$ cat src/logic/intra4_pkg.sv
//----------------------------------------------------------------------
// Intra 4x4 mode decision shared definitions
//----------------------------------------------------------------------
package intra4_pkg;

    // Block geometry
    localparam int NUM_MODES = 4;
    localparam int NUM_SUB   = 16;

    // One luma sample
    typedef logic [7:0] pixel_t;

    // 4x4 subblock, pixel (c,r) at r*4+c
    typedef pixel_t [15:0] blk4_t;

    // 16x16 macroblock, pixel (x,y) at y*16+x
    typedef pixel_t [255:0] mb_t;

    // Input edges of the macroblock
    typedef pixel_t [19:0] top_edge_t;
    typedef pixel_t [15:0] left_edge_t;

    // Neighbor context of one subblock
    typedef struct packed {
        pixel_t       top_left;
        pixel_t [3:0] top;
        pixel_t       top_right;
        pixel_t [3:0] left;
    } i4_ctx_t;

    typedef blk4_t [NUM_MODES-1:0] i4_preds_t;

    typedef logic [1:0]  mode_t;
    typedef logic [3:0]  sub_idx_t;
    typedef logic [15:0] hdr_cost_t;
    typedef logic [31:0] sse_t;
    typedef logic [31:0] lambda_t;
    typedef logic [63:0] score_t;

    typedef score_t [NUM_MODES-1:0] mode_scores_t;
    typedef mode_t  [NUM_SUB-1:0]   mb_modes_t;

    // Mode indices
    localparam mode_t MODE_DC = 2'd0;
    localparam mode_t MODE_TM = 2'd1;
    localparam mode_t MODE_VE = 2'd2;
    localparam mode_t MODE_HE = 2'd3;

    // Header cost per mode, indexed by mode_t
    localparam hdr_cost_t [NUM_MODES-1:0] FIXED_COST = {
        16'd1874, 16'd1723, 16'd1151, 16'd40
    };

    localparam int MODE_BASE_COST = 211;

    // SSE weight is 1 << SSE_SHIFT
    localparam int SSE_SHIFT = 8;

endpackage

$ cat src/logic/intra4_ctrl.sv
//----------------------------------------------------------------------
// Intra 4x4 subblock sequencer
//----------------------------------------------------------------------
`timescale 1ns/10ps

module intra4_ctrl (
    input  logic                 clk,
    input  logic                 rst_n,
    input  logic                 start_i,
    output logic                 ctx_en_o,
    output logic                 pred_en_o,
    output logic                 score_en_o,
    output logic                 store_en_o,
    output logic                 first_o,
    output intra4_pkg::sub_idx_t sub_o,
    output logic                 done_o
);
    import intra4_pkg::*;

    typedef enum logic [2:0] {IDLE, LOAD, PRED, SCORE, STORE, DONE} state_t;

    localparam sub_idx_t LAST_SUB = sub_idx_t'(NUM_SUB - 1);

    state_t   state_q;
    state_t   state_d;
    sub_idx_t sub_q;
    logic     done_q;

    always_comb begin
        state_d = state_q;
        case (state_q)
            IDLE:    if (start_i) state_d = LOAD;
            LOAD:    state_d = PRED;
            PRED:    state_d = SCORE;
            SCORE:   state_d = STORE;
            STORE:   state_d = (sub_q == LAST_SUB) ? DONE : LOAD;
            DONE:    state_d = IDLE;
            default: state_d = IDLE;
        endcase
    end

    always_ff @(posedge clk or negedge rst_n) begin
        if (!rst_n) begin
            state_q <= IDLE;
            sub_q   <= '0;
            done_q  <= 1'b0;
        end else begin
            state_q <= state_d;
            done_q  <= (state_q == DONE);
            if (first_o) begin
                sub_q <= '0;
            end else if (store_en_o && sub_q != LAST_SUB) begin
                sub_q <= sub_q + 4'd1;
            end
        end
    end

    // One strobe per pipeline stage
    assign ctx_en_o   = (state_q == LOAD);
    assign pred_en_o  = (state_q == PRED);
    assign score_en_o = (state_q == SCORE);
    assign store_en_o = (state_q == STORE);
    assign first_o    = (state_q == IDLE) && start_i;
    assign sub_o      = sub_q;
    assign done_o     = done_q;

    done_one_cycle: assert property (@(posedge clk) disable iff (!rst_n)
        done_o |=> !done_o);

    sub_no_wrap: assert property (@(posedge clk) disable iff (!rst_n)
        (state_q != IDLE && $past(state_q) != IDLE) |-> sub_q >= $past(sub_q));

endmodule

$ cat config.mk
export PLATFORM = sky130hd
export DESIGN_NAME = intra4_ctrl
export DESIGN_NICKNAME = d
export VERILOG_FILES = /design/src/logic/intra4_pkg.sv /design/src/logic/intra4_ctrl.sv
export SDC_FILE = /design/constraint.sdc
export NUM_CORES = 1
export LEC_CHECK = 0
export ABC_AREA = 1
export ABC_CLOCK_PERIOD_IN_PS = 1300
export BUFFER_PORTS_ARGS = -buffer_cell sky130_fd_sc_hd__clkbuf_2
export CORE_MARGIN = 3
export CORE_UTILIZATION = 30
export DETAILED_ROUTE_END_ITERATION = 8
export HOLD_SLACK_MARGIN = 0.12
export SYNTH_ARGS = -nofsm -noshare
export SYNTH_HDL_FRONTEND = slang
export SYNTH_SLANG_ARGS = --single-unit
export TNS_END_PERCENT = 100
$ cat constraint.sdc
create_clock -name clk -period 1.3 [get_ports clk]
set_input_delay 0.065 -clock clk [delete_from_list [all_inputs] [get_ports clk]]
set_output_delay 0.065 -clock clk [all_outputs]
set_load 0.03 [all_outputs]
==> results.yml <==
worst_setup_path:
  required_ns: 1.24
  end_kind: "output pin"
  critPathMaxStageDelay_ns: 0.44
  timing.critical_path.buf_inv: 2
  crit_fanout: 4
  crit_family: "flip-flops"
  crit_arrival_ns: 1.16
  start_kind: "flip-flop"
  path_class: "flip-flop to output pin"
  crit_path_cell_trace: "buf_4 > nand2_1 > nor2_1 > clkbuf_4"
  crit_slowest_cell: "dfrtp_2"
clock_tree:
  cts.path.max_buffers: 2
  cts.sink_count: 8
  worstSkewPairLatency_ns: 0.25
  htreeDepth: 1
  numCtsBuffers: 3
  clk_pin_slew_worst_paths_ns: 0.06
  cts_tree: "built"
  root_buffer: "clkbuf_4"
detailed_routing:
  vias: 454
  drt_iter0_drc: 12
  dr.pass1.iters: 4
  drt_wl_total_mm: 1.03
  ant_nets: 0
  drc: 0
  viasPerCell: 4.78
  avgRoutedWirePerCell_um: 10.8
synth:
  synth.net_count: 59
  synth-seq-area-share_pct: 45.3
  synthArstFlopShare_pct: 100
  synth_common_cells: "nand2_1 (11), nand3_1 (10), dfrtp_1 (8)"
  synthFlopType: "dfrtp_1"
  synth.distinct_cells: 15
  synth-edff-count: 0
  synth.area.top_cells: "dfrtp_1 (45%), nand3_1 (11%), nand2_1 (9.3%)"
  synth_area_per_cell_um2: 8.03
  ys_ff_latch: 8
  synth_top_area_share_pct: 45.3
  yosysWarnings: 0
  synth_most_common_cell: "nand2_1"
  synth.cell_area_um2: 442
  syn_inst: 55
  yosys.area.top_type: "dfrtp_1"
die:
  core_mm2: 0.00133
  die_h_um: 44.4
  dieArea_mm2: 0.00197
  ios: 13
  initial_core_util_pct: 33.1
  placement_rows: 13
  dieWidth_um: 44.4
grt:
  grt_usage_pct: 12.9
  antenna_found_initial: 0
  grt_pass1_wl_mm: 1.75
  grt_pass1_vias: 383
  grt_overflow: 0
  grt_start_max_net_pins: 9
sta:
  period_needed_ns: 1.23
  finalMaxSlewViolations: 0
  layout_setup_ws_ns: 0.0710
  fin_worst_skew_ns: 0.00494
  tightest_slew_ns: 0.218
  slew_headroom_pct: 85.5
  hold_violations: 0
  clock.fmax_ghz: 0.814
  finalSetupViolCount: 0
  fin_crit_sh_pct: 94.5
cells_and_area:
  antennaDiodeCount: 0
  instances_no_fill: 95
  drive_gt1_share_pct: 43.8
  final_util_pct: 48.6
  nNetsFinal: 86
  syn2layout_area_growth_pct: 46.7
placement:
  dp_cells: 83
  pre_cts_slack_ns: 0.126
  dp_hpwl_um: 687
  globalplace.congestion: 0.800
  port-buffer-count: 12
power:
  finalPower_mw: 1.55
  power_density_mw_per_mm2: 2400
  leakagePower_nw: 0.355
  max-vdd-ir-drop_mv: 1.08
hold_path:
  worstHoldPathType: "input port to async pin"
flow_run:
  cap_violations: 0
outcome:
  status: "finished clean"
-- state kept, by name (all words and copies together), names as in the netlist --
signal and flops:
done_o 1, state_q 3, sub_o 4
-- cell usage in the layout, fill, tap and decap left out, types with 2 or more instances in the layout --
master,n
inv_1,6
clkbuf_2,9
o21ai_1,2
nor2_1,4
nor2_4,2
nand2_2,3
dfrtp_1,5
dlygate4sd3_1,2
a21oi_1,2
nand2_1,11
dfrtp_2,3
nand3_1,10
clkbuf_4,5
buf_4,8
-- path summary, 6_finish.rpt --
path | startpoint | end | slack, ns | depth (start not counted)
setup / recovery | state_q[0] | ctx_en_o | 0.07 | 4
max in group asynchronous | rst_n | state_q[1] | 0.90 | 2
setup reg to reg | sub_o[1] | sub_o[3] | 0.12 | 6
hold reg to reg | sub_o[1] | sub_o[1] | 0.58 | 2
hold / removal | rst_n | sub_o[2] | 0.19 | 2
min in group clk | sub_o[1] | sub_o[1] | 0.58 | 2
-- layer usage --
| layer | part of all wire (%) | GRT usage [%] |
|---|---|---|
| met4 | 2.4 | 9.04 |
| met2 | 46 | 18.0 |
| met5 | 0 | 0 |
| met3 | 4.5 | 4.88 |
| met1 | 47 | 16.1 |
-- logic make-up (layout without fill, tap and decap cells) --
| group | count (synthesis) | count (layout) | synth area share [%] |
|---|---|---|---|
| buffers and inverters | 8 | 33 | 6.80 |
| AND/OR/NAND/NOR | 33 | 33 | 38.5 |
| flip-flops | 8 | 8 | 45.3 |
| AO/OA/AOI/OAI | 4 | 4 | 4.53 |
| adder cells (fa/ha/maj) | 1 | 1 | 2.83 |
| XOR/XNOR | 1 | 1 | 1.98 |
-- per-stage QoR --
stage | cell area, µm² | hold WS, ns | TNS, ns
finish | 648 | 0.191 | 0
global route | 648 | 0.213 | -0.00615
CTS | 599 | 0.190 | 0
detailed placement | 528 | -0.0714 | 0
global placement | 528 | -0.0706 | 0
floorplan | 442 | -0.231 | 0
-- area by class of cell --
type / instances / area [µm²]
fill: 124 / 686
tap: 15 / 18.8
sequential: 8 / 204
clock buffer: 3 / 22.5
multi-input combinational: 39 / 219
inverter: 8 / 32.5
timing repair buffer: 22 / 151
-- where the power goes --
| part | total, mW | internal [mW] | switching (mW) |
|---|---|---|---|
| clock | 0.191 | 0.106 | 0.0852 |
| combinational | 0.916 | 0.362 | 0.553 |
| sequential | 0.448 | 0.341 | 0.108 |
| total | 1.55 | 0.809 | 0.746 |
-- timing repair --
item,in CTS,in global routing
gates cloned,0,0
pin swaps,1,2
hold buffers,2,0
setup endpoints to repair,1,3
hold endpoints to repair,9,0
setup buffers,2,5
gates resized for setup,5,7
No activity file was read; power rests on OpenSTA's default activity.
