===== src/logic/intra4_pkg.sv =====
//----------------------------------------------------------------------
// Intra 4x4 mode decision shared definitions
//----------------------------------------------------------------------
package intra4_pkg;

    // Block geometry
    localparam int NUM_MODES = 4;
    localparam int NUM_SUB   = 16;

    // One luma sample
    typedef logic [7:0] pixel_t;

    // 4x4 subblock, pixel (c,r) at r*4+c
    typedef pixel_t [15:0] blk4_t;

    // 16x16 macroblock, pixel (x,y) at y*16+x
    typedef pixel_t [255:0] mb_t;

    // Input edges of the macroblock
    typedef pixel_t [19:0] top_edge_t;
    typedef pixel_t [15:0] left_edge_t;

    // Neighbor context of one subblock
    typedef struct packed {
        pixel_t       top_left;
        pixel_t [3:0] top;
        pixel_t       top_right;
        pixel_t [3:0] left;
    } i4_ctx_t;

    typedef blk4_t [NUM_MODES-1:0] i4_preds_t;

    typedef logic [1:0]  mode_t;
    typedef logic [3:0]  sub_idx_t;
    typedef logic [15:0] hdr_cost_t;
    typedef logic [31:0] sse_t;
    typedef logic [31:0] lambda_t;
    typedef logic [63:0] score_t;

    typedef score_t [NUM_MODES-1:0] mode_scores_t;
    typedef mode_t  [NUM_SUB-1:0]   mb_modes_t;

    // Mode indices
    localparam mode_t MODE_DC = 2'd0;
    localparam mode_t MODE_TM = 2'd1;
    localparam mode_t MODE_VE = 2'd2;
    localparam mode_t MODE_HE = 2'd3;

    // Header cost per mode, indexed by mode_t
    localparam hdr_cost_t [NUM_MODES-1:0] FIXED_COST = {
        16'd1874, 16'd1723, 16'd1151, 16'd40
    };

    localparam int MODE_BASE_COST = 211;

    // SSE weight is 1 << SSE_SHIFT
    localparam int SSE_SHIFT = 8;

endpackage


===== src/logic/intra4_predict.sv =====
//----------------------------------------------------------------------
// Intra 4x4 DC, TM, VE and HE predictors
//----------------------------------------------------------------------
`timescale 1ns/10ps

module intra4_predict (
    input  logic                  clk,
    input  logic                  rst_n,
    input  logic                  pred_en_i,
    input  intra4_pkg::i4_ctx_t   ctx_i,
    output intra4_pkg::i4_preds_t preds_o
);
    import intra4_pkg::*;

    // Rounded 1-2-1 smoothing
    function automatic pixel_t avg3(input pixel_t a, input pixel_t b, input pixel_t c);
        logic [9:0] s;
        s = {2'b00, a} + {1'b0, b, 1'b0} + {2'b00, c} + 10'd2;
        return s[9:2];
    endfunction

    function automatic pixel_t clip8(input logic signed [9:0] v);
        pixel_t res;
        if (v < 0) begin
            res = 8'd0;
        end else if (v > 10'sd255) begin
            res = 8'd255;
        end else begin
            res = v[7:0];
        end
        return res;
    endfunction

    // Edges extended by one sample at each end
    pixel_t [5:0] top_x;
    pixel_t [5:0] left_x;
    logic [10:0]  dc_sum;
    pixel_t       dc_val;
    logic signed [9:0] tm_val;

    i4_preds_t preds_c;
    i4_preds_t preds_q;

    always_comb begin
        top_x[0]  = ctx_i.top_left;
        left_x[0] = ctx_i.top_left;
        for (int k = 0; k < 4; k++) begin
            top_x[k+1]  = ctx_i.top[k];
            left_x[k+1] = ctx_i.left[k];
        end
        top_x[5]  = ctx_i.top_right;
        left_x[5] = ctx_i.left[3];

        dc_sum = 11'd4;
        for (int k = 0; k < 4; k++) begin
            dc_sum = dc_sum + {3'b000, ctx_i.top[k]} + {3'b000, ctx_i.left[k]};
        end
        dc_val = dc_sum[10:3];

        tm_val = '0;
        for (int r = 0; r < 4; r++) begin
            for (int c = 0; c < 4; c++) begin
                tm_val = $signed({2'b00, ctx_i.top[c]}) + $signed({2'b00, ctx_i.left[r]})
                         - $signed({2'b00, ctx_i.top_left});
                preds_c[MODE_DC][r*4+c] = dc_val;
                preds_c[MODE_TM][r*4+c] = clip8(tm_val);
                preds_c[MODE_VE][r*4+c] = avg3(top_x[c], top_x[c+1], top_x[c+2]);
                preds_c[MODE_HE][r*4+c] = avg3(left_x[r], left_x[r+1], left_x[r+2]);
            end
        end
    end

    always_ff @(posedge clk or negedge rst_n) begin
        if (!rst_n) begin
            preds_q <= '0;
        end else if (pred_en_i) begin
            preds_q <= preds_c;
        end
    end

    assign preds_o = preds_q;

endmodule


===== config.mk =====
export PLATFORM = sky130hd
export DESIGN_NAME = intra4_predict
export DESIGN_NICKNAME = d
export VERILOG_FILES = /design/src/logic/intra4_pkg.sv /design/src/logic/intra4_predict.sv
export SDC_FILE = /design/constraint.sdc
export NUM_CORES = 1
export LEC_CHECK = 0
export BUFFER_PORTS_ARGS = -buffer_cell sky130_fd_sc_hd__buf_2
export CORE_AREA = 2 2 233 235
export DETAILED_ROUTE_END_ITERATION = 8
export DIE_AREA = 0 0 235 237
export HOLD_SLACK_MARGIN = 0.15
export PLACE_DENSITY = 0.69
export SLEW_MARGIN = 25
export SYNTH_ARGS = -nofsm -noshare
export SYNTH_HDL_FRONTEND = slang
export SYNTH_SLANG_ARGS = --single-unit

===== constraint.sdc =====
create_clock -name clk -period 1.59 [get_ports clk]
set_input_delay 0.0795 -clock clk [delete_from_list [all_inputs] [get_ports clk]]
set_output_delay 0.0795 -clock clk [all_outputs]
set_load 0.01 [all_outputs]

==> summary.md, run 1 <==
| Metric | Value |
|---|---|
| Outcome | `finished with violations` |
| Failing checks | `negative setup slack` |
| Htree depth | `4` |
| Met2 Usage GRT | `0.5623` |
| Fin nets | `4029` |
| Worst Setup Start Kind | `input port` |
| GR met3 Demand/Resource | `0.06330` |
| Placed Cells | `4045` |
| CTS max path bufs | `2` |
| Hold Path Origin | `ctx_i[16]` |
| RSZ-0062 raised after global routing | `true` |
| Starting Density | `0.4425` |
| Worst Setup Path Type | `input port to flop` |
| Placed instance area | `30930 um2` |
| Asr flop ratio synth | `1.000` |
| Drt pass-1 iters | `5` |
| Pleak | `17.19 nW` |
| Gr busiest metal | `met2` |
| CP Cell Sequence | `buf_2 -> fa_1 -> buf_6 -> inv_1 -> fa_1 -> fa_1 -> fa_1 -> inv_1 -> ha_2 -> or3_4 -> o221a_4 -> a311o_1 -> and2_4 -> buf_6 -> o31ai_4` |
| Largest register FFs | `200` |
| Post-route ant nets | `0` |
| Most area-hungry cell type in the Yosys netlist | `dfrtp_1` |
| Critical path endpoint category | `flop` |
| RR Startpoint | `preds_o[127]` |
| #FFs+latches synth | `200` |
| CP max FO | `3` |
| Clk sink count | `200` |
| Core area | `53280 um2` |
| Gp weighted congestion | `0.9838` |
| Rows | `85` |
| Met1 Track Usage GR | `0.4505` |
| Skew final | `0 ps` |
| DIE WIDTH | `235 um` |
| Pwr dens | `1287 nW/um2` |
| Hold depth | `5` |
| Vias in the first global route | `23040` |
| Vias per Instance | `5.372` |
| Final Non-Filler Cells | `4216` |
| Cts bufs inserted | `17` |
| EDFF count, synth | `0` |
| Max Slew Vio Count | `0` |
| Max cap viols | `0` |
| Wire per inst | `23.20 um` |
| Antenna violations before repair | `4` |
| DRT iter0 DRCs | `1511` |
| Netlist Area Pre-Place | `23580 um2` |
| Setup-failing EPs final | `189` |
| Root Driver | `clkbuf_16` |
| Io pins | `595` |
| First-pass GRT wire length | `142800 um` |
| Fin crit share | `2.261` |
| Placed wire-length estimate | `76040 um` |
| Min-Delay Path Class | `input port to flop` |
| Synth area leaders | `dfrtp_1 (21%), fa_1 (19%), ha_1 (12%)` |
| Min Tclk post-route | `3595 ps` |
| Worst setup margin | `-2005 ps` |
| Slew @ Worst Pin | `618.7 ps` |
| Post-synth top area share | `0.2123` |
| FMAX | `0.2781 GHz` |
| Critical Path Most Common Cell | `fa_1` |
| R2r worst-path depth | `2` |
| Via count | `22650` |
| Total grt overflow | `0` |
| Die H | `237 um` |
| Critical path arrival | `4030 ps` |
| Cells after Synth | `2556` |
| Primary FF master, synth | `dfrtp_1` |
| Final hold violation count | `0` |
| Reg clk slew, reported paths | `80 ps` |
| Finished Cell Area | `36190 um2` |
| R2r setup slk | `470 ps` |
| CTS tree | `built` |
| Synth unique cells | `57` |
| PortBufs | `594` |
| Max-slew headroom | `0.5875` |
| YS warnings | `0` |
| Area grow syn2layout | `53.50%` |
| DRC violations left | `0` |
| CP required | `2020 ps` |
| Sequential-to-total area share from yosys stat | `0.2123` |
| Hold Path End | `preds_o[216]` |
| Crit-path max cell delay | `550 ps` |
| Largest net degree at the start of global routing | `64` |
| Critical Path Slowest Stage Cell | `fa_1` |
| FF-to-FF End | `preds_o[127]` |
| Avg Inst Size Synth | `9.224 um2` |
| Layout cell share with drive strength beyond 1 | `0.5657` |
| Peak supply drop | `1001 uV` |
| Die area | `55700 um2` |
| Routed WL | `97820 um` |
| Clock latency on the worst-skew pair | `520 ps` |
| Syn_nets | `3080` |
| Gr usage total | `0.3454` |
-- critical path, delay by kind of cell --
family	cells	cell delay, ps
AOI/OAI and AO/OA	3	700
buffers and inverters	5	480
and+or+nand+nor	2	560
adders and majority gates	5	2210
-- routing by layer --
layer | vias up | routed length [um]
li1 | 10140 | -
met1 | 11380 | 40090
met2 | 928 | 46340
met3 | 196 | 6744
met4 | 4 | 4610
met5 | - | 33
-- where the power goes --
| part | internal (mW) | leakage (nW) | switching [mW] |
|---|---|---|---|
| clock | 2.43 | 0.291 | 2.33 |
| combinational | 15.8 | 14.5 | 17.0 |
| sequential | 6.85 | 2.38 | 2.20 |
-- kinds of logic after synthesis --
logic type      count (synthesis)  share of synthesized area
buf+inv                       767                     0.1718
simple gates                  426                    0.08862
flops                         200                     0.2123
mux                            45                    0.02101
xor+xnor                      114                    0.04235
compound gates                563                     0.1586
fa+ha+maj                     441                     0.3053
-- worst max path at each step --
stage,from,to,slack (ps),cells after the start
2_1_floorplan,ctx_i[50],preds_o[127],-2300,15
5_1_grt,ctx_i[1],preds_o[125],-2080,16
6_report,ctx_i[19],preds_o[125],-2010,15
3_3_place_gp,ctx_i[1],preds_o[127],-2680,16
4_1_cts,ctx_i[18],preds_o[127],-2100,16
3_5_place_dp,ctx_i[1],preds_o[127],-2780,16
-- synthesized netlist by cell type, types with 7 or more instances --
cell type  count
nand4_1        8
clkbuf_1      28
nor2_1       165
a21boi_0       7
a211oi_1      30
o21bai_1       7
nand3b_1       7
fa_1         224
o211ai_1      26
nand3_1       19
xor2_1        29
a311oi_1       7
mux2i_1        9
nor2b_1       23
o2bb2ai_1     84
ha_1         217
buf_4        312
o41ai_1        8
a31oi_1       13
o31a_1         8
nor4_1         9
nand4b_1       7
a21o_1        28
inv_1        422
o21a_1        27
nor3_1        28
dfrtp_1      200
mux2_2        36
xnor2_1       85
o21ai_0      145
or3_1         11
a21oi_1      126
nand2_1       66
a22o_1         8
o221a_2        9
nand2b_1      61
-- layout by cell type (no fill, tap or decap), types with 47 or more instances in the layout --
master     netlist  final
buf_4          312    544
buf_12           0     53
ha_4             0     99
inv_1          422    324
fa_1           224    195
nand2b_1        61     47
o21ai_0        145     62
buf_6            0    100
xnor2_1         85     72
dfrtp_1        200    199
o2bb2ai_2        0     72
inv_2            0     52
ha_1           217    106
a21oi_2          0     50
a21oi_1        126     55
buf_2            0    548
nor2_1         165    123
-- final cells by class --
type	count	area, um2
Sequential cell	200	5006
Clock inverter	11	136.4
Tap cell	696	870.8
Timing Repair Buffer	1275	9475
Fill cell	3945	17090
Inverter	422	1757
Clock buffer	21	460.4
Antenna cell	2	5.005
Multi-Input combinational cell	1589	18480
-- through the flow --
step | utilization | hold slack (ps) | TNS, ps | setup slack [ps] | power [mW]
floorplan | - | -216.1 | -99180 | -2301 | 27.67
global placement | 0.5805 | 28.00 | -217620 | -2676 | 36.09
detailed placement | 0.5805 | 32.85 | -222720 | -2778 | 36.56
CTS | 0.6544 | 150.5 | -79240 | -2098 | 44.31
global route | 0.6792 | 175.3 | -104040 | -2082 | 49.35
finish | 0.6793 | 171.5 | -90380 | -2005 | 46.59
-- what timing repair did --
item / 4_1_cts / 5_1_grt
pin swaps: 277 / 171
setup buffers: 104 / 45
hold buffers: 4 / 0
endpoints found under the hold margin: 245 / 0
endpoints found under the setup margin: 226 / 217
cloned: 2 / 0
gates resized for setup: 544 / 220
(Power assumes the default switching activity.)
==> run 2: changes to the inputs <==
--- a/config.mk
+++ b/config.mk
@@ -6,11 +6,12 @@
 export NUM_CORES = 1
 export LEC_CHECK = 0
 export BUFFER_PORTS_ARGS = -buffer_cell sky130_fd_sc_hd__buf_2
-export CORE_AREA = 2 2 233 235
+export CORE_AREA = 3 3 228 230
 export DETAILED_ROUTE_END_ITERATION = 8
-export DIE_AREA = 0 0 235 237
+export DIE_AREA = 0 0 231 233
 export HOLD_SLACK_MARGIN = 0.15
-export PLACE_DENSITY = 0.69
+export MAX_ROUTING_LAYER = met4
+export PLACE_DENSITY = 0.72
 export SLEW_MARGIN = 25
 export SYNTH_ARGS = -nofsm -noshare
 export SYNTH_HDL_FRONTEND = slang
==> summary.md, run 2 (synthesis results as in run 1) <==
| Metric | Value |
|---|---|
| Outcome | `finished with violations (unchanged)` |
| Failing checks | `negative setup slack (unchanged)` |
| Gr usage total | `0.3576 (was 0.3454)` |
| Critical Path Slowest Stage Cell | `fa_2 (was fa_1)` |
| Finished Cell Area | `35390 um2 (was 36190 um2)` |
| FF-to-FF End | `preds_o[120] (was preds_o[127])` |
| Largest net degree at the start of global routing | `57 (was 64)` |
| CTS max path bufs | `2 (unchanged)` |
| Pre-CTS setup slack | `-2745 ps (was -2778 ps)` |
| R2r worst-path depth | `2 (unchanged)` |
| CP required | `2010 ps (was 2020 ps)` |
| Commonest cells after routing, fill and taps aside | `buf_2 (555), buf_4 (532), inv_1 (326) (was buf_2 (548), buf_4 (544), inv_1 (324))` |
| Area grow syn2layout | `50.08% (was 53.50%)` |
| Crit-path max cell delay | `650 ps (was 550 ps)` |
| First-pass GRT wire length | `138600 um (was 142800 um)` |
| Min Tclk post-route | `3601 ps (was 3595 ps)` |
| Die area | `53820 um2 (was 55700 um2)` |
| Antenna violations before repair | `5 (was 4)` |
| Skew final | `0 ps (unchanged)` |
| Via count | `22580 (was 22650)` |
| Post-route ant nets | `0 (unchanged)` |
| RR Startpoint | `preds_o[120] (was preds_o[127])` |
| Die H | `233 um (was 237 um)` |
| Core area | `50070 um2 (was 53280 um2)` |
| Worst Setup Start Kind | `input port (unchanged)` |
| Reg clk slew, reported paths | `70 ps (was 80 ps)` |
| Total grt overflow | `0 (unchanged)` |
| Peak supply drop | `990.7 uV (was 1001 uV)` |
| Routed WL | `97560 um (was 97820 um)` |
| Max cap viols | `0 (unchanged)` |
| Worst Setup Path Type | `input port to flop (unchanged)` |
| Root Driver | `clkbuf_16 (unchanged)` |
| Hold Path Origin | `ctx_i[64] (was ctx_i[16])` |
| FMAX | `0.2777 GHz (was 0.2781 GHz)` |
| Largest register FFs | `200 (unchanged)` |
| Placed instance area | `30840 um2 (was 30930 um2)` |
| R2r setup slk | `450 ps (was 470 ps)` |
| Vias in the first global route | `22550 (was 23040)` |
| Placed Cells | `4019 (was 4045)` |
| Hold depth | `5 (unchanged)` |
| Layout cell share with drive strength beyond 1 | `0.5387 (was 0.5657)` |
| Critical path arrival | `4020 ps (was 4030 ps)` |
| Starting Density | `0.4709 (was 0.4425)` |
| Min-Delay Path Class | `input port to flop (unchanged)` |
| Final hold violation count | `0 (unchanged)` |
| Hold Path End | `preds_o[282] (was preds_o[216])` |
| Wire per inst | `23.36 um (was 23.20 um)` |
| Io pins | `595 (unchanged)` |
| Setup-failing EPs final | `218 (was 189)` |
| Htree depth | `4 (unchanged)` |
| Critical Path Most Common Cell | `inv_2 (was fa_1)` |
| RSZ-0062 raised after global routing | `true (unchanged)` |
| CP max FO | `3 (unchanged)` |
| Critical path endpoint category | `flop (unchanged)` |
| Rows | `82 (was 85)` |
| PortBufs | `594 (unchanged)` |
| Max-slew headroom | `0.5725 (was 0.5875)` |
| DIE WIDTH | `231 um (was 235 um)` |
| DRT iter0 DRCs | `1539 (was 1511)` |
| Drt pass-1 iters | `5 (unchanged)` |
| Vias per Instance | `5.408 (was 5.372)` |
| Clk sink count | `200 (unchanged)` |
| Fin crit share | `2.265 (was 2.261)` |
| Placed wire-length estimate | `76500 um (was 76040 um)` |
| DRC violations left | `0 (unchanged)` |
| Max Slew Vio Count | `0 (unchanged)` |
| Pwr dens | `1293 nW/um2 (was 1287 nW/um2)` |
| Most common cell after layout, fill and taps aside | `buf_2 (unchanged)` |
| Clock latency on the worst-skew pair | `510 ps (was 520 ps)` |
| Cts bufs inserted | `17 (unchanged)` |
| CTS tree | `built (unchanged)` |
| Pleak | `16.99 nW (was 17.19 nW)` |
| Fin nets | `4011 (was 4029)` |
| Final Non-Filler Cells | `4176 (was 4216)` |
| Gp weighted congestion | `0.9827 (was 0.9838)` |
| Worst setup margin | `-2011 ps (was -2005 ps)` |
| CP Cell Sequence | `buf_2 -> clkinvlp_4 -> fa_2 -> inv_2 -> fa_2 -> fa_1 -> inv_2 -> fa_1 -> inv_2 -> ha_4 -> or3_4 -> o221a_4 -> a311o_1 -> and2_4 -> buf_6 -> o31ai_4 (was buf_2 -> fa_1 -> buf_6 -> inv_1 -> fa_1 -> fa_1 -> fa_1 -> inv_1 -> ha_2 -> or3_4 -> o221a_4 -> a311o_1 -> and2_4 -> buf_6 -> o31ai_4)` |
| Slew @ Worst Pin | `641.2 ps (was 618.7 ps)` |
[run 2: critical path, delay by kind of cell]
family	cells	cell delay, ps
buffers and inverters	6	500
adder cells (fa/ha/maj)	5	2150
AND/OR/NAND/NOR	2	540
AO/OA/AOI/OAI	3	740
[run 2: stage by stage]
step | util | hold slack (ps) | total power, mW | TNS [ps]
final | 0.7067 | 180.5 | 45.77 | -104240
after global routing | 0.7067 | 185.9 | 48.49 | -117840
after CTS | 0.6690 | 152.0 | 43.20 | -95580
after detailed placement | 0.6159 | 16.91 | 36.56 | -222530
after global placement | 0.6159 | 11.06 | 36.08 | -217270
after floorplan | - | -216.1 | 27.67 | -99180
[run 2: final cells by class]
class	instances	area, um2
clock buffer	20	446.7
fill	3720	14680
clock inverter	11	147.6
antenna	5	12.51
inverter	422	1757
timing repair buffer	1257	9191
tap	672	840.8
sequential	200	5005
multi-input combinational	1589	17980
[run 2: worst max-delay path by stage]
stage               startpoint            to  slack [ps]
global route         ctx_i[19]  preds_o[125]       -2030
CTS                  ctx_i[20]  preds_o[127]       -2020
floorplan            ctx_i[50]  preds_o[127]       -2300
finish                ctx_i[9]  preds_o[125]       -2010
detailed placement    ctx_i[4]  preds_o[127]       -2740
global placement      ctx_i[4]  preds_o[127]       -2700
[run 2: power breakdown]
part	switching [mW]	internal [mW]	total (mW)
combinational	16.7	15.3	32.0
sequential	2.16	6.85	9.00
clock	2.22	2.51	4.73
total	21.1	24.7	45.8
[run 2: timing repair]
action                                  CTS  global route
resized for setup                       339           308
buffers inserted                         71            57
endpoints found under the setup margin  232           236
hold buffers                              5             0
endpoints found under the hold margin   236             0
pin swaps                               135           159
[run 2: metal layers]
metal	routed length, um	vias up	global-route usage
met4	4089	0	0.1245
met1	39610	11330	0.4569
li1	-	10080	-
met2	46860	969	0.5795
met5	0	-	-
met3	6999	201	0.05815
